## config.mk

```make
export PLATFORM = sky130hd
export DESIGN_NAME = la_core
export DESIGN_NICKNAME = d
export VERILOG_FILES = /design/src/common/la_pkg.sv /design/src/hw/la_core.sv /design/src/capture/capture_ctrl.sv /design/src/capture/sample_ram.sv /design/src/trigger/trigger_unit.sv /design/src/hw/readback.sv /design/src/hw/sampler.sv /design/src/hw/cmd_decoder.sv
export SDC_FILE = /design/constraint.sdc
export NUM_CORES = 1
export LEC_CHECK = 0
export BUFFER_PORTS_ARGS = -buffer_cell sky130_fd_sc_hd__buf_4
export CAP_MARGIN = 15
export CELL_PAD_IN_SITES_DETAIL_PLACEMENT = 1
export CELL_PAD_IN_SITES_GLOBAL_PLACEMENT = 1
export CORE_MARGIN = 3
export CORE_UTILIZATION = 45
export CTS_CLUSTER_DIAMETER = 30
export CTS_CLUSTER_SIZE = 24
export DETAILED_ROUTE_END_ITERATION = 12
export GPL_TIMING_DRIVEN = 1
export PLACE_DENSITY = 0.77
export SLEW_MARGIN = 0
export SYNTH_ARGS = -nofsm -noshare
export SYNTH_HDL_FRONTEND = slang
export SYNTH_SLANG_ARGS = --single-unit
```

## constraint.sdc

```tcl
create_clock -name clk_i -period 5.9 [get_ports clk_i]
set_input_delay 0.59 -clock clk_i [delete_from_list [all_inputs] [get_ports clk_i]]
set_output_delay 0.59 -clock clk_i [all_outputs]
set_load 0.01 [all_outputs]
```

## src/common/la_pkg.sv

```systemverilog
//~~~~~~~~~~~~~~~~~~~~~~~~~~~~~~~~~~~~~~~~~~~~~~~~~
// shared definitions of the logic analyzer core
// widths, command opcodes and the id word
// configuration strobe, argument and tx word structs
//~~~~~~~~~~~~~~~~~~~~~~~~~~~~~~~~~~~~~~~~~~~~~~~~~

`default_nettype none

package la_pkg;

  localparam int SAMPLE_W = 32;             // probe bus and tx word width
  localparam int OPC_W    = 8;              // opcode width

  // short commands, no argument used
  localparam logic [OPC_W-1:0] OPC_RESET    = 8'h00;
  localparam logic [OPC_W-1:0] OPC_ARM      = 8'h01;
  localparam logic [OPC_W-1:0] OPC_ID       = 8'h02;
  localparam logic [OPC_W-1:0] OPC_XON      = 8'h11;
  localparam logic [OPC_W-1:0] OPC_XOFF     = 8'h13;
  // long commands, argument carried on cmd_i
  localparam logic [OPC_W-1:0] OPC_SET_DIV  = 8'h80;  // divisor in arg[23:0]
  localparam logic [OPC_W-1:0] OPC_SET_CNT  = 8'h81;  // post-trigger count in arg[15:0]
  localparam logic [OPC_W-1:0] OPC_SET_MASK = 8'hC0;
  localparam logic [OPC_W-1:0] OPC_SET_VAL  = 8'hC1;

  // ascii "1ALS", the client sees "SLA1" when the low byte goes out first
  localparam logic [SAMPLE_W-1:0] ID_WORD = 32'h3141_4c53;

  // one-cycle configuration strobes, at most one bit high at a time
  typedef struct packed {
    logic soft_clear;                       // back to reset configuration
    logic arm;                              // start a new capture
    logic id_req;                           // client asks for the id word
    logic set_div;                          // load sample divisor
    logic set_cnt;                          // load post-trigger count
    logic set_mask;                         // load trigger mask
    logic set_val;                          // load trigger value
  } cfg_strobe_t;

  // command argument, registered with the strobes
  typedef struct packed {
    logic [SAMPLE_W-1:0] arg;
  } cmd_arg_t;

  // word offered to the transmit path
  typedef struct packed {
    logic                valid;
    logic [SAMPLE_W-1:0] data;
  } tx_word_t;

endpackage

`default_nettype wire
```

## src/hw/la_core.sv

```systemverilog
//~~~~~~~~~~~~~~~~~~~~~~~~~~~~~~~~~~~~~~~~~~~~~~~~~
// logic analyzer core, top level
// decoder, sampler, trigger, readback, capture
// controller and sample memory
//~~~~~~~~~~~~~~~~~~~~~~~~~~~~~~~~~~~~~~~~~~~~~~~~~

`default_nettype none

module la_core #(
  parameter int DEPTH = 5                   // sample memory holds 2^DEPTH words
) (
  input  logic                            clk_i,
  input  logic                            reset_i,
  input  logic [la_pkg::SAMPLE_W-1:0]     input_i,    // probe bus
  input  logic [la_pkg::OPC_W-1:0]        opc_i,
  input  logic [la_pkg::SAMPLE_W-1:0]     cmd_i,
  input  logic                            exec_i,
  input  logic                            tx_rdy_i,   // transmitter can take a word
  output logic                            tx_stb_o,
  output logic [la_pkg::SAMPLE_W-1:0]     tx_data_o,
  output logic                            tx_xon_o,
  output logic                            tx_xoff_o
);

  la_pkg::cfg_strobe_t          strobe;
  la_pkg::cmd_arg_t             arg;
  la_pkg::tx_word_t             rd_word;
  logic [la_pkg::SAMPLE_W-1:0]  smpl;
  logic                         smpl_stb;
  logic                         fire;
  logic                         accept;
  logic                         taken;
  logic                         we;
  logic [DEPTH-1:0]             addr;
  logic [la_pkg::SAMPLE_W-1:0]  wdata;
  logic [la_pkg::SAMPLE_W-1:0]  rdata;

  cmd_decoder i_cmd_decoder (
    .clk_i      (clk_i),
    .reset_i    (reset_i),
    .exec_i     (exec_i),
    .opc_i      (opc_i),
    .cmd_i      (cmd_i),
    .strobe_o   (strobe),
    .arg_o      (arg),
    .xon_o      (tx_xon_o),
    .xoff_o     (tx_xoff_o)
  );

  sampler i_sampler (
    .clk_i      (clk_i),
    .reset_i    (reset_i),
    .strobe_i   (strobe),
    .arg_i      (arg),
    .data_i     (input_i),
    .smpl_o     (smpl),
    .smpl_stb_o (smpl_stb)
  );

  trigger_unit i_trigger_unit (
    .clk_i      (clk_i),
    .reset_i    (reset_i),
    .strobe_i   (strobe),
    .arg_i      (arg),
    .smpl_i     (smpl),
    .smpl_stb_i (smpl_stb),
    .accept_i   (accept),
    .fire_o     (fire)
  );

  readback i_readback (
    .clk_i      (clk_i),
    .reset_i    (reset_i),
    .strobe_i   (strobe),
    .taken_i    (taken),
    .word_o     (rd_word)
  );

  capture_ctrl #(.DEPTH(DEPTH)) i_capture_ctrl (
    .clk_i      (clk_i),
    .reset_i    (reset_i),
    .strobe_i   (strobe),
    .arg_i      (arg),
    .smpl_i     (smpl),
    .smpl_stb_i (smpl_stb),
    .fire_i     (fire),
    .rd_word_i  (rd_word),
    .rdata_i    (rdata),
    .tx_rdy_i   (tx_rdy_i),
    .accept_o   (accept),
    .we_o       (we),
    .addr_o     (addr),
    .wdata_o    (wdata),
    .taken_o    (taken),
    .tx_stb_o   (tx_stb_o),
    .tx_data_o  (tx_data_o)
  );

  sample_ram #(.DEPTH(DEPTH)) i_sample_ram (
    .clk_i      (clk_i),
    .we_i       (we),
    .addr_i     (addr),
    .wdata_i    (wdata),
    .rdata_o    (rdata)
  );

endmodule

`default_nettype wire

```

## src/capture/capture_ctrl.sv

```systemverilog
//~~~~~~~~~~~~~~~~~~~~~~~~~~~~~~~~~~~~~~~~~~~~~~~~~
// capture controller
// circular write addressing, fill and post-trigger
// counting, newest-first upload, tx arbitration
//~~~~~~~~~~~~~~~~~~~~~~~~~~~~~~~~~~~~~~~~~~~~~~~~~

`default_nettype none

module capture_ctrl #(
  parameter int DEPTH = 5                   // sample memory address width
) (
  input  logic                            clk_i,
  input  logic                            reset_i,
  input  la_pkg::cfg_strobe_t             strobe_i,
  input  la_pkg::cmd_arg_t                arg_i,
  input  logic [la_pkg::SAMPLE_W-1:0]     smpl_i,
  input  logic                            smpl_stb_i,
  input  logic                            fire_i,     // trigger match
  input  la_pkg::tx_word_t                rd_word_i,  // readback word
  input  logic [la_pkg::SAMPLE_W-1:0]     rdata_i,    // memory read data
  input  logic                            tx_rdy_i,
  output logic                            accept_o,   // fire taken, disarms the trigger
  output logic                            we_o,
  output logic [DEPTH-1:0]                addr_o,
  output logic [la_pkg::SAMPLE_W-1:0]     wdata_o,
  output logic                            taken_o,    // readback word sent
  output logic                            tx_stb_o,
  output logic [la_pkg::SAMPLE_W-1:0]     tx_data_o
);

  typedef enum logic [2:0] {ST_IDLE, ST_FILL, ST_ARMED, ST_POST, ST_UPLOAD} state_t;

  localparam logic [DEPTH:0] P_MAX = 1'b1 << DEPTH;  // whole buffer

  state_t           state_q;
  logic [DEPTH-1:0] wptr_q;                 // next write address
  logic [DEPTH-1:0] rptr_q;                 // upload read address
  logic [DEPTH-1:0] fill_q;                 // writes since arm
  logic [DEPTH-1:0] left_q;                 // upload words after the current one
  logic [DEPTH:0]   p_q;                    // post-trigger count p
  logic [DEPTH:0]   post_q;                 // post-trigger writes still to do
  logic             rvalid_q;               // rdata_i belongs to rptr_q
  logic             capturing;
  logic             uploading;
  logic             last_wr;                // final capture write
  logic             smpl_tx;
  logic [15:0]      cnt_arg;

  assign capturing = state_q inside {ST_FILL, ST_ARMED, ST_POST};
  assign uploading = state_q == ST_UPLOAD;
  assign accept_o  = (state_q == ST_ARMED) & fire_i;  // fire comes with a strobe
  assign last_wr   = (accept_o & (p_q == 'd1)) |
                     ((state_q == ST_POST) & smpl_stb_i & (post_q == 'd1));

  assign we_o    = capturing & smpl_stb_i;
  assign addr_o  = uploading ? rptr_q : wptr_q;
  assign wdata_o = smpl_i;

  // samples own the tx path during upload, readback waits
  assign smpl_tx   = uploading & rvalid_q & tx_rdy_i;
  assign taken_o   = ~uploading & rd_word_i.valid & tx_rdy_i;
  assign tx_stb_o  = smpl_tx | taken_o;
  assign tx_data_o = uploading ? rdata_i : rd_word_i.data;

  // p clamped to 1 .. 2^DEPTH
  assign cnt_arg = arg_i.arg[15:0];
  always_ff @(posedge clk_i) begin
    if (reset_i || strobe_i.soft_clear) begin
      p_q <= P_MAX;
    end else if (strobe_i.set_cnt) begin
      if (cnt_arg == '0)              p_q <= 'd1;
      else if (cnt_arg > 16'(P_MAX))  p_q <= P_MAX;
      else                            p_q <= cnt_arg[DEPTH:0];
    end
  end

  always_ff @(posedge clk_i) begin
    if (reset_i) begin
      state_q  <= ST_IDLE;
      wptr_q   <= '0;
      rptr_q   <= '0;
      fill_q   <= '0;
      left_q   <= '0;
      post_q   <= '0;
      rvalid_q <= 1'b0;
    end else if (strobe_i.soft_clear) begin
      state_q  <= ST_IDLE;
      rvalid_q <= 1'b0;
    end else if (strobe_i.arm) begin
      state_q  <= ST_FILL;                  // also restarts a running capture
      fill_q   <= '0;
      rvalid_q <= 1'b0;
    end else begin
      if (we_o) wptr_q <= wptr_q + 1'b1;    // circular
      if (last_wr) begin
        state_q  <= ST_UPLOAD;
        rptr_q   <= wptr_q;                 // newest word first
        left_q   <= '1;
        rvalid_q <= 1'b0;
      end else begin
        case (state_q)
          ST_FILL: begin
            if (smpl_stb_i) begin
              fill_q <= fill_q + 1'b1;
              if (fill_q == '1) state_q <= ST_ARMED;  // buffer full once
            end
          end
          ST_ARMED: begin
            if (accept_o) begin
              post_q  <= p_q - 1'b1;        // triggering sample counts
              state_q <= ST_POST;
            end
          end
          ST_POST: begin
            if (smpl_stb_i) post_q <= post_q - 1'b1;
          end
          ST_UPLOAD: begin
            if (smpl_tx) begin
              rptr_q   <= rptr_q - 1'b1;    // walk backward
              left_q   <= left_q - 1'b1;
              rvalid_q <= 1'b0;             // wait for the new read
              if (left_q == '0) state_q <= ST_IDLE;
            end else begin
              rvalid_q <= 1'b1;
            end
          end
          default: ;
        endcase
      end
    end
  end

endmodule

`default_nettype wire

```

## src/capture/sample_ram.sv

```systemverilog
//~~~~~~~~~~~~~~~~~~~~~~~~~~~~~~~~~~~~~~~~~~~~~~~~~
// sample memory
// single port, 2^DEPTH words, registered read
//~~~~~~~~~~~~~~~~~~~~~~~~~~~~~~~~~~~~~~~~~~~~~~~~~

`default_nettype none

module sample_ram #(
  parameter int DEPTH = 5                   // address width
) (
  input  logic                            clk_i,
  input  logic                            we_i,
  input  logic [DEPTH-1:0]                addr_i,
  input  logic [la_pkg::SAMPLE_W-1:0]     wdata_i,
  output logic [la_pkg::SAMPLE_W-1:0]     rdata_o     // one cycle after addr_i
);

  logic [la_pkg::SAMPLE_W-1:0] mem_q [2**DEPTH];

  always_ff @(posedge clk_i) begin
    if (we_i) begin
      mem_q[addr_i] <= wdata_i;
    end
    rdata_o <= mem_q[addr_i];               // old data on a write to the same word
  end

endmodule

`default_nettype wire

```

## src/trigger/trigger_unit.sv

```systemverilog
//~~~~~~~~~~~~~~~~~~~~~~~~~~~~~~~~~~~~~~~~~~~~~~~~~
// trigger unit
// mask and value registers, armed flag and
// the single-stage match on each strobed sample
//~~~~~~~~~~~~~~~~~~~~~~~~~~~~~~~~~~~~~~~~~~~~~~~~~

`default_nettype none

module trigger_unit (
  input  logic                            clk_i,
  input  logic                            reset_i,
  input  la_pkg::cfg_strobe_t             strobe_i,
  input  la_pkg::cmd_arg_t                arg_i,
  input  logic [la_pkg::SAMPLE_W-1:0]     smpl_i,
  input  logic                            smpl_stb_i,
  input  logic                            accept_i,   // controller took the fire
  output logic                            fire_o      // match, aligned with smpl_stb_i
);

  logic [la_pkg::SAMPLE_W-1:0] mask_q;      // bits that take part in the match
  logic [la_pkg::SAMPLE_W-1:0] val_q;       // expected level of those bits
  logic                        armed_q;
  logic                        match;

  always_ff @(posedge clk_i) begin
    if (reset_i || strobe_i.soft_clear) begin
      mask_q <= '0;
      val_q  <= '0;
    end else begin
      if (strobe_i.set_mask) mask_q <= arg_i.arg;
      if (strobe_i.set_val)  val_q  <= arg_i.arg;
    end
  end

  // armed until the controller accepts a fire, arm restarts the search
  always_ff @(posedge clk_i) begin
    if (reset_i || strobe_i.soft_clear) begin
      armed_q <= 1'b0;
    end else if (strobe_i.arm) begin
      armed_q <= 1'b1;
    end else if (accept_i) begin
      armed_q <= 1'b0;
    end
  end

  // zero mask matches every sample
  assign match  = ((smpl_i ^ val_q) & mask_q) == '0;
  assign fire_o = armed_q & smpl_stb_i & match; // may repeat until accepted

endmodule

`default_nettype wire

```

## src/hw/readback.sv

```systemverilog
//~~~~~~~~~~~~~~~~~~~~~~~~~~~~~~~~~~~~~~~~~~~~~~~~~
// readback unit
// holds the pending id answer until it is sent
//~~~~~~~~~~~~~~~~~~~~~~~~~~~~~~~~~~~~~~~~~~~~~~~~~

`default_nettype none

module readback (
  input  logic                            clk_i,
  input  logic                            reset_i,
  input  la_pkg::cfg_strobe_t             strobe_i,
  input  logic                            taken_i,    // word accepted by the tx path
  output la_pkg::tx_word_t                word_o      // pending word offered for tx
);

  logic pending_q;                          // one id answer outstanding

  // a new request wins over taken, repeats while pending merge
  always_ff @(posedge clk_i) begin
    if (reset_i) begin
      pending_q <= 1'b0;
    end else if (strobe_i.id_req) begin
      pending_q <= 1'b1;
    end else if (taken_i) begin
      pending_q <= 1'b0;
    end
  end

  assign word_o.valid = pending_q;
  assign word_o.data  = la_pkg::ID_WORD;    // only the id is read back

endmodule

`default_nettype wire

```

## src/hw/sampler.sv

```systemverilog
//~~~~~~~~~~~~~~~~~~~~~~~~~~~~~~~~~~~~~~~~~~~~~~~~~
// sampler
// programmable divider and input sample register
//~~~~~~~~~~~~~~~~~~~~~~~~~~~~~~~~~~~~~~~~~~~~~~~~~

`default_nettype none

module sampler (
  input  logic                            clk_i,
  input  logic                            reset_i,
  input  la_pkg::cfg_strobe_t             strobe_i,
  input  la_pkg::cmd_arg_t                arg_i,
  input  logic [la_pkg::SAMPLE_W-1:0]     data_i,     // probe bus
  output logic [la_pkg::SAMPLE_W-1:0]     smpl_o,     // captured sample
  output logic                            smpl_stb_o  // sample valid, one in every d+1
);

  logic [23:0] div_q;                       // divisor d
  logic [23:0] cnt_q;                       // down-counter, strobe at zero

  always_ff @(posedge clk_i) begin
    if (reset_i || strobe_i.soft_clear) begin
      div_q      <= '0;                     // d = 0, sample every cycle
      cnt_q      <= '0;
      smpl_stb_o <= 1'b0;
    end else if (strobe_i.set_div) begin
      div_q      <= arg_i.arg[23:0];
      cnt_q      <= arg_i.arg[23:0];        // restart the sample phase
      smpl_stb_o <= 1'b0;
    end else if (cnt_q == '0) begin
      cnt_q      <= div_q;                  // reload
      smpl_stb_o <= 1'b1;
    end else begin
      cnt_q      <= cnt_q - 1'b1;
      smpl_stb_o <= 1'b0;
    end
  end

  // sample taken at the edge that raises the strobe
  always_ff @(posedge clk_i) begin
    if (cnt_q == '0) begin
      smpl_o <= data_i;
    end
  end

endmodule

`default_nettype wire

```

## src/hw/cmd_decoder.sv

```systemverilog
//~~~~~~~~~~~~~~~~~~~~~~~~~~~~~~~~~~~~~~~~~~~~~~~~~
// command decoder
// turns an opcode strobe into one registered
// configuration strobe or a flow-control pulse
//~~~~~~~~~~~~~~~~~~~~~~~~~~~~~~~~~~~~~~~~~~~~~~~~~

`default_nettype none

module cmd_decoder (
  input  logic                            clk_i,
  input  logic                            reset_i,
  input  logic                            exec_i,     // one-cycle command strobe
  input  logic [la_pkg::OPC_W-1:0]        opc_i,      // opcode, valid with exec_i
  input  logic [la_pkg::SAMPLE_W-1:0]     cmd_i,      // argument, valid with exec_i
  output la_pkg::cfg_strobe_t             strobe_o,   // decoded strobes, one cycle late
  output la_pkg::cmd_arg_t                arg_o,      // argument aligned with strobe_o
  output logic                            xon_o,      // flow control on pulse
  output logic                            xoff_o      // flow control off pulse
);

  // strobes are cleared every cycle and set only by a known opcode
  always_ff @(posedge clk_i) begin
    if (reset_i) begin
      strobe_o <= '0;
      xon_o    <= 1'b0;
      xoff_o   <= 1'b0;
    end else begin
      strobe_o <= '0;                       // default, all strobes low
      xon_o    <= 1'b0;
      xoff_o   <= 1'b0;
      if (exec_i) begin
        case (opc_i)
          la_pkg::OPC_RESET:    strobe_o.soft_clear <= 1'b1;
          la_pkg::OPC_ARM:      strobe_o.arm        <= 1'b1;
          la_pkg::OPC_ID:       strobe_o.id_req     <= 1'b1;
          la_pkg::OPC_XON:      xon_o               <= 1'b1;
          la_pkg::OPC_XOFF:     xoff_o              <= 1'b1;
          la_pkg::OPC_SET_DIV:  strobe_o.set_div    <= 1'b1;
          la_pkg::OPC_SET_CNT:  strobe_o.set_cnt    <= 1'b1;
          la_pkg::OPC_SET_MASK: strobe_o.set_mask   <= 1'b1;
          la_pkg::OPC_SET_VAL:  strobe_o.set_val    <= 1'b1;
          default: ;                        // unknown opcode, ignored
        endcase
      end
    end
  end

  // argument is payload, only loaded with a command
  always_ff @(posedge clk_i) begin
    if (exec_i) begin
      arg_o.arg <= cmd_i;
    end
  end

endmodule

`default_nettype wire

```

# After elaboration in Yosys (flattened, before gate mapping)
# Memory sizes are Yosys's and may differ from the RTL's. A register that Yosys moved wholly into a read port is not among the register bits.
# Cells that the tools add are included.
word_totals:
  rom_bits: 0
  memories: 1
  out_inout_bits: 35
  word_cells: 162
  ramBits: 1024
  regBits: 224
  latchBits: 0
op_classes:
  eq_ne: 32
  n_div: 0
  magnitude_cmp: 1
  n_addsub: 7
  shifts: 0
  n_bitwise: 20
  multipliers: 0
  n_reduce_logical: 29
  muxes: 44
memory_table:
  columns: ["memory", "depth", "width", "read_ports", "rd_clocked_by_memory_dff", "write_ports", "line", "source"]
  rows:
  - ["i_sample_ram.mem_q", 32, 32, 1, 1, 1, "sample_ram.sv:18", "logic [la_pkg::SAMPLE_W-1:0] mem_q [2**DEPTH];"]
ops:
  columns: ["operator", "n"]
  rows:
  - ["two-way mux 5 bit", 11]
  - ["two-way mux 24 bit", 2]
  - ["AND 32 bit", 1]
  - ["== test 8 bit, second input constant", 4]
  - ["logical NOT 32 bit", 1]
  - ["two-way mux 32 bit", 1]
  - ["XOR 32 bit", 1]
  - ["logical NOT 24 bit", 1]
  - ["two-way mux 6 bit", 4]
  - ["AND reduction 6 bit", 4]
  - ["subtractor 24 x 1 -> 24 bit, second input constant", 1]
  - ["two-way mux 1 bit", 18]
  - ["two-way mux 3 bit", 6]
  - ["== test 8 x 5 -> 1 bit, second input constant", 2]
  - ["> comparator 16 x 6 -> 1 bit, second input constant", 1]
  - ["logical NOT 16 bit", 1]
  - ["nonzero test 2 bit", 7]
  - ["== test 6 x 1 -> 1 bit, second input constant", 2]
  - ["!= test 2 bit, second input constant", 6]
  - ["case mux 6 bit (2 select lines)", 1]
  - ["subtractor 6 x 1 -> 6 bit, second input constant", 2]
  - ["AND 1 bit", 11]
  - ["adder 5 x 1 -> 5 bit, second input constant", 2]
  - ["subtractor 5 x 1 -> 5 bit, second input constant", 2]
  - ["other kinds (27)", 41]

# Depth between registers and ports, before layout
# Gate-level depths: netlist of the first run.
depth:
  word_depth: 9
  mapped_depth: 12
  depth_no_buf: 9

# Modules after synthesis
# A second synthesis of the first run with hierarchy kept.
hier_totals:
  hier_cells: 3095
  hier_area_um2: 50123.1
modules_own_cells:
  columns: ["mod", "cells_per_inst", "area_per_inst_um2", "n_inst"]
  rows:
  - ["sample_ram", 2107, 39743.1, 1]
  - ["sampler", 297, 3235.6, 1]
  - ["capture_ctrl", 329, 2847.7, 1]
  - ["trigger_unit", 264, 2740.1, 1]
  - ["cmd_decoder", 59, 1262.5, 1]
  - ["readback", 39, 294.0, 1]

# Worst setup path before layout of the first run
# No wires, ideal clock.
synth_path:
  path_kind: "reg2reg"
  from: "register i_capture_ctrl.state_q[1]"
  to: "memory i_sample_ram.mem_q[0][0] in the netlist's numbering, enable pin"
  arrival_ns: 3.690
  synth_period_minus_slack_ns: 4.111
  setup_time_ns: 0.421
  path_slack_ns: 1.789
  path_buffers: 4
  required_ns: 5.479
  path_stages_with_launch: 9
  path_cell_list: "dfxtp_1 -> buf_2 -> nor3b_4 -> mux2i_2 -> buf_4 -> buf_2 -> buf_2 -> nand3_1 -> nor2_1"
synth_via:
  elab_chain_cells: 5
  elab_cells_between_ends: 9
synth_lines:
  columns: ["element", "line", "source"]
  rows:
  - ["start, declared", "capture_ctrl.sv:35", "state_t state_q;"]
  - ["start signal, assigned", "capture_ctrl.sv:79", "state_q <= ST_IDLE;"]
  - ["start signal, assigned", "capture_ctrl.sv:87", "state_q <= ST_IDLE;"]
  - ["start signal, assigned", "capture_ctrl.sv:90", "state_q <= ST_FILL;"]
  - ["== test 3 x 1 -> 1 bit / == test 3 x 2 -> 1 bit (equally long branches)", "capture_ctrl.sv:49", "assign capturing = state_q inside {ST_FILL, ST_ARMED, ST_POST};"]
  - ["nonzero test 3 bit", "capture_ctrl.sv:49", null]
  - ["AND 1 bit", "capture_ctrl.sv:55", "assign we_o = capturing & smpl_stb_i;"]
  - ["two-way mux 1 bit", "sample_ram.sv:21", "if (we_i) begin"]
  - ["two-way mux 1 bit (not written as such)", "sample_ram.sv:22", "mem_q[addr_i] <= wdata_i;"]
  - ["end, declared", "sample_ram.sv:18", null]
# Several ways; a longest one is shown, not always the timed one.

# Final worst setup path of the first run
layout_path:
  from: "register i_capture_ctrl.state_q[2]"
  to: "memory i_sample_ram.mem_q[15][12] in the netlist's numbering, enable pin"
# Same word-level chain as after synthesis.

==> results of run 1 <==
## per-layer routing
layer  global-route usage  vias up  part of all wire
met1                0.344    14600              0.37
li1                     -    11200                 -
met4                0.106        4             0.039
met2                0.450     1781              0.50
met3               0.0599      363             0.092
met5                    0        -           0.00018
## kinds of logic (layout without fill, tap and decap cells)
kind of cell             count (synthesis)  in the layout  synth area share
XOR/XNOR                                58             58            0.0105
buffers and inverters                  149            687            0.0131
flip-flops                            1280           1280             0.751
AND/OR/NAND/NOR                        454            454            0.0453
AO/OA/AOI/OAI                          276            276            0.0392
adder cells (fa/ha/maj)                 11             11           0.00283
other                                    0              1                 0
multiplexers                           348            348             0.138
## state kept, by name (all words and copies together) (netlist names), 6 cells and up
signal	cells
i_capture_ctrl.p_q	6
i_capture_ctrl.post_q	6
i_cmd_decoder.arg_o	32
i_cmd_decoder.strobe_o	7
i_sample_ram.mem_q	1024
i_sample_ram.rdata_o	32
i_sampler.cnt_q	24
i_sampler.div_q	24
i_sampler.smpl_o	32
i_trigger_unit.mask_q	32
i_trigger_unit.val_q	32
## worst register-to-register path, stage by stage, from the launching register on
cell and delay, ns:
dfxtp_1 0.42, nor3b_4 0.84, mux2_8 0.72, nand3_1 0.86
nor2_4 0.71, buf_4 0.62
## area by class of cell
type | count | area [um^2] | share of cell area
multi-input combinational | 1147 | 11800 | 0.196
inverter | 17 | 65.1 | 0.00108
clock buffer | 230 | 5350 | 0.0889
timing repair buffer | 277 | 2770 | 0.0460
clock inverter | 163 | 1920 | 0.0319
sequential | 1280 | 36500 | 0.607
antenna | 1 | 2.50 | 0.0000416
tap | 1391 | 1740 | 0.0289
## path summary, 6_finish.rpt
| kind | end | slack [ns] |
|---|---|---|
| max reg2reg | i_sample_ram.mem_q[15][12] | 1.30 |
| min reg2reg | i_sampler.div_q[14] | 0.48 |
| min | i_cmd_decoder.xoff_o | 0.09 |
| max | i_sample_ram.mem_q[15][12] | 1.30 |
## timing repair
action	CTS	global route
hold buffers	64	0
resized for setup	0	0
endpoints found under the hold margin	64	0
## report_power, final
group          switching (mW)  total, mW  leakage (nW)  internal (mW)
sequential              0.257       10.6          11.4           10.3
combinational           0.868       1.38          5.05          0.516
clock                    4.78       12.6          3.52           7.78
total                    5.90       24.5          19.9           18.6
## cell usage in the layout (no fill, tap or decap), types with 25 or more instances in the layout
master	instances
clkbuf_16	208
bufinv_16	25
a22oi_1	106
nand4_1	32
edfxtp_1	1088
xor2_1	48
mux4_2	256
inv_6	35
dlygate4sd3_1	64
dfxtp_1	189
nor2_4	39
a21oi_1	76
mux2i_1	86
nand2b_1	40
buf_4	183
nand2_1	69
clkinv_2	33
nor2_1	152
==> qor.yml, run 1 <==
synth_area_leaders: "edfxtp_1 67%, mux4_2 12%, dfxtp_1 7.9%"
fin_tns_setup_ns: 0
num-nets-final: 3016
whs_path_depth: 3
rsz0062_at_grt: "false"
clock_latency_ns: 0.81
async_reset_ff_frac: 0
netlist_instances: 2576
crit_type: "flip-flop to flip-flop"
viasPerCell: 6.20
cp-start-kind: "flip-flop"
antenna_found_initial: 5
critPathMaxStageDelay_ns: 0.84
cts_setup_buffers: 0
vdd.ir_drop.worst_v: 0.000359
drive_above_1_share: 0.287
numCtsBuffers: 206
synth-edff-count: 1088
cts_buffer_depth: 3
cap_violations: 0
core_area_um2: 106000
synth_seq_cells: 1280
crit_chain: "nor3b_4, mux2_8, nand3_1, nor2_4, buf_4"
synth_nets: 2663
endpoint_kind: "flip-flop"
cp_num_cells: 5
cts_tree: "done"
synth.top_cell.area_share: 0.672
p_per_area_nw_per_um2: 407
synth_cell_type_count: 64
skew_ns: 0.0546
grt_max_degree: 73
timing.slew.headroom: 0.145
grt.total_usage: 0.269
finalInstanceArea_um2: 60100
final_cell_count_no_fill: 4506
die_area_um2: 112000
fin_crit_sh: 0.780
yosysTopAreaCell: "edfxtp_1"
grt_pass1_vias: 30100
ant_nets: 0
place_inst: 4031
dr.pass1.iters: 5
gp_congestion: 0.817
syn_to_final_growth_pct: 23.7
path_delay_family: "simple AND/OR/NAND/NOR gates"
clk_pin_slew_ns: 0.05
min-delay-start: "opc_i[0]"
total_power_mw: 24.5
num_rows: 119
final_util: 0.566
final_max_slew_viol_count: 0
hold_viol: 0
slowest_stage: "nor3b_4"
start_util: 0.458
outcome: "completed"
postPlaceCellArea_um2: 51800
path_buf_inv: 1
synth_common_cells: "1088 x edfxtp_1, 256 x mux4_2, 192 x dfxtp_1, 192 x nor2_1, 106 x a22oi_1"
hold_class: "input port to flip-flop"
setup_slack_ns: 1.30
cp.arrival_ns: 5.00
yosysSeqAreaShare: 0.751
dr.first_iter.drc_count: 3915
via_count: 28000
portBuffers: 110
routed_wl_mm: 150
ios: 111
cts_sinks: 1280
fin_hold_ws_ns: 0.0854
period_needed_ns: 4.60
avgSynthCellArea_um2: 18.9
grt_pass1_wl_mm: 218
dp_hpwl_mm: 82.5
cts_root_buf: "clkbuf_16"
rr_worst_depth: 5
crit_fanout: 67
crit_required_ns: 6.29
fmax_mhz: 217
worst_pin_slew_ns: 1.28
grt-ovfl-total: 0
p_leak_nw: 19.9
ys_warn_count: 0
crit_start: "i_capture_ctrl.state_q[2]"
yosysMostFrequentCell: "edfxtp_1"
reg2reg_from: "i_capture_ctrl.state_q[2]"
n_fill_cell: 9242
synth-main-ff-cell: "edfxtp_1"
drc: 0
wire_per_inst_um: 33.3
die_h_um: 335
setup_viol: 0
h-tree-depth: 4
synthesis.area_um2: 48600
dp_slack_ns: 1.34
die_w_um: 335
(Power assumes the default switching activity.)
==> run 2: changes to the inputs <==
--- a/config.mk
+++ b/config.mk
@@ -15,7 +15,7 @@
 export CTS_CLUSTER_SIZE = 24
 export DETAILED_ROUTE_END_ITERATION = 12
 export GPL_TIMING_DRIVEN = 1
-export PLACE_DENSITY = 0.77
+export PLACE_DENSITY = 0.8
 export SLEW_MARGIN = 0
 export SYNTH_ARGS = -nofsm -noshare
 export SYNTH_HDL_FRONTEND = slang
==> constraint.sdc (replaced) <==
create_clock -name clk_i -period 4.1 [get_ports clk_i]
set_input_delay 0.41 -clock clk_i [delete_from_list [all_inputs] [get_ports clk_i]]
set_output_delay 0.41 -clock clk_i [all_outputs]
set_load 0.01 [all_outputs]
==> run 2 against run 1 <==
Effect of this change: worst hold slack improved by 0.0049 ns; sequential power rose by 42%; via count rose by 1.7%; combinational power up 51%; cell area up 0.17%; clock power is 40% higher; wire length grew 3.3%; total power is 42% higher; maximum frequency increased by 20%; register-to-register slack got worse by 1.0 ns; critical endpoint is now i_sample_ram.mem_q[9][27].
==> qor.yml, run 2 (synthesized netlist as in run 1, its figures left out) <==
fin_crit_sh: 0.935
portBuffers: 110
routed_wl_mm: 155
num-nets-final: 3052
crit_start: "i_capture_ctrl.state_q[2]"
fin_hold_ws_ns: 0.0903
vdd.ir_drop.worst_v: 0.000497
gp_congestion: 0.820
skew_ns: 0.0559
n_fill_cell: 9301
path_buf_inv: 2
ios: 111
antenna_found_initial: 6
hold_viol: 0
cap_violations: 0
rsz0062_at_grt: "false"
fmax_mhz: 261
crit_fanout: 24
worst_pin_slew_ns: 1.17
crit_type: "flip-flop to flip-flop"
r2r_setup_slack_ns: 0.27
syn_to_final_growth_pct: 23.9
hold_class: "input port to flip-flop"
endpoint_kind: "flip-flop"
p_leak_nw: 19.9
wire_per_inst_um: 34.2
largest_reg_flops: 1024
die_area_um2: 112000
clk_pin_slew_ns: 0.06
cts_buffer_depth: 3
cp_num_cells: 6
grt.total_usage: 0.277
final_max_slew_viol_count: 0
min-delay-start: "opc_i[1]"
path_delay_family: "simple AND/OR/NAND/NOR gates"
final_cell_mix: "1088 x edfxtp_1, 256 x mux4_2, 203 x clkbuf_16"
grt_max_degree: 105
cts_root_buf: "clkbuf_16"
outcome: "completed"
final_common_cell: "edfxtp_1"
via_count: 28400
largest-register: "i_sample_ram.mem_q"
grt-ovfl-total: 0
finalInstanceArea_um2: 60200
period_needed_ns: 3.83
timing.slew.headroom: 0.221
num_rows: 119
dp_hpwl_mm: 82.3
cp.arrival_ns: 4.29
ant_nets: 0
cp-start-kind: "flip-flop"
critPathMaxStageDelay_ns: 0.66
die_w_um: 335
cts_sinks: 1280
cts_tree: "done"
start_util: 0.458
fin_tns_setup_ns: 0
crit_required_ns: 4.55
die_h_um: 335
grt_pass1_vias: 30800
r2r_end: "i_sample_ram.mem_q[9][27]"
postPlaceCellArea_um2: 52100
dr.first_iter.drc_count: 4063
clock_latency_ns: 0.79
dr.pass1.iters: 5
crit_chain: "nor3b_4, buf_4, mux2_2, nand3_1, nor2_4, buf_12"
h-tree-depth: 4
viasPerCell: 6.26
rr_worst_depth: 6
slowest_stage: "mux2_2"
setup_viol: 0
core_area_um2: 106000
grt_pass1_wl_mm: 223
cp-endpoint: "i_sample_ram.mem_q[9][27]"
p_per_area_nw_per_um2: 577
reg2reg_from: "i_capture_ctrl.state_q[2]"
numCtsBuffers: 203
total_power_mw: 34.7
drc: 0
drive_above_1_share: 0.286
place_inst: 4056
final_cell_count_no_fill: 4540
run 2: changes by cell type in the layout (fill, tap and decap cells not counted), moves of 4 or more:
cell,previous run,this run
clkinvlp_4,19,23
buf_4,183,197
dlygate4sd3_1,64,82
bufinv_16,25,21
clkbuf_16,208,203
inv_8,6,2
buf_16,21,11
clkbuf_1,16,25
buf_12,8,26
clkbuf_8,6,11
inv_6,35,24
run 2: metrics by stage:
step                setup slack [ns]  utilization
finish                         0.267        0.567
CTS                            0.349        0.564
floorplan                    -0.0110            -
global placement               0.650        0.490
global route                   0.227        0.567
detailed placement             0.418        0.490
run 2: worst min-delay path by stage:
stage                                            to  slack, ns  depth (start not counted)
after global routing         i_cmd_decoder.arg_o[1]       0.10                          1
after floorplan                i_readback.pending_q       0.41                          2
after CTS                 i_cmd_decoder.strobe_o[2]       0.02                          4
after detailed placement        i_sampler.div_q[14]       0.46                          2
after global placement          i_sampler.div_q[14]       0.46                          2
final                     i_cmd_decoder.strobe_o[2]       0.09                          4
run 2: power by group:
group | switching [mW] | internal, mW
clock network | 6.78 | 10.8
registers | 0.261 | 14.8
logic | 1.40 | 0.675
total | 8.44 | 26.3
run 2: layout make-up:
type	count	area, um^2	area share
multi-input combinational	1147	11800	0.195
tap	1391	1740	0.0289
timing repair buffer	316	3120	0.0518
antenna	3	7.51	0.000125
clock inverter	147	1680	0.0280
clock buffer	239	5330	0.0884
inverter	17	65.1	0.00108
sequential	1280	36500	0.606
run 2: worst reg2reg max path, stage by stage (launching register included):
cell     delay (ns)
dfxtp_1        0.42
nor3b_4        0.50
buf_4          0.46
mux2_2         0.67
nand3_1        0.54
nor2_4         0.54
buf_12         0.34
run 2: layer usage:
metal	GRT usage	wire length (um)	vias up
met5	0	0	-
met4	0.113	6010	0
met3	0.0529	13600	358
met2	0.483	80300	1804
met1	0.341	55300	15000
li1	-	-	11300
run 2: repair_timing:
| action | 4_1_cts | 5_1_grt |
|---|---|---|
| endpoints found under the setup margin | 0 | 0 |
| endpoints found under the hold margin | 77 | 0 |
| setup buffers | 0 | 0 |
| hold buffers | 82 | 0 |
| resized for setup | 0 | 0 |
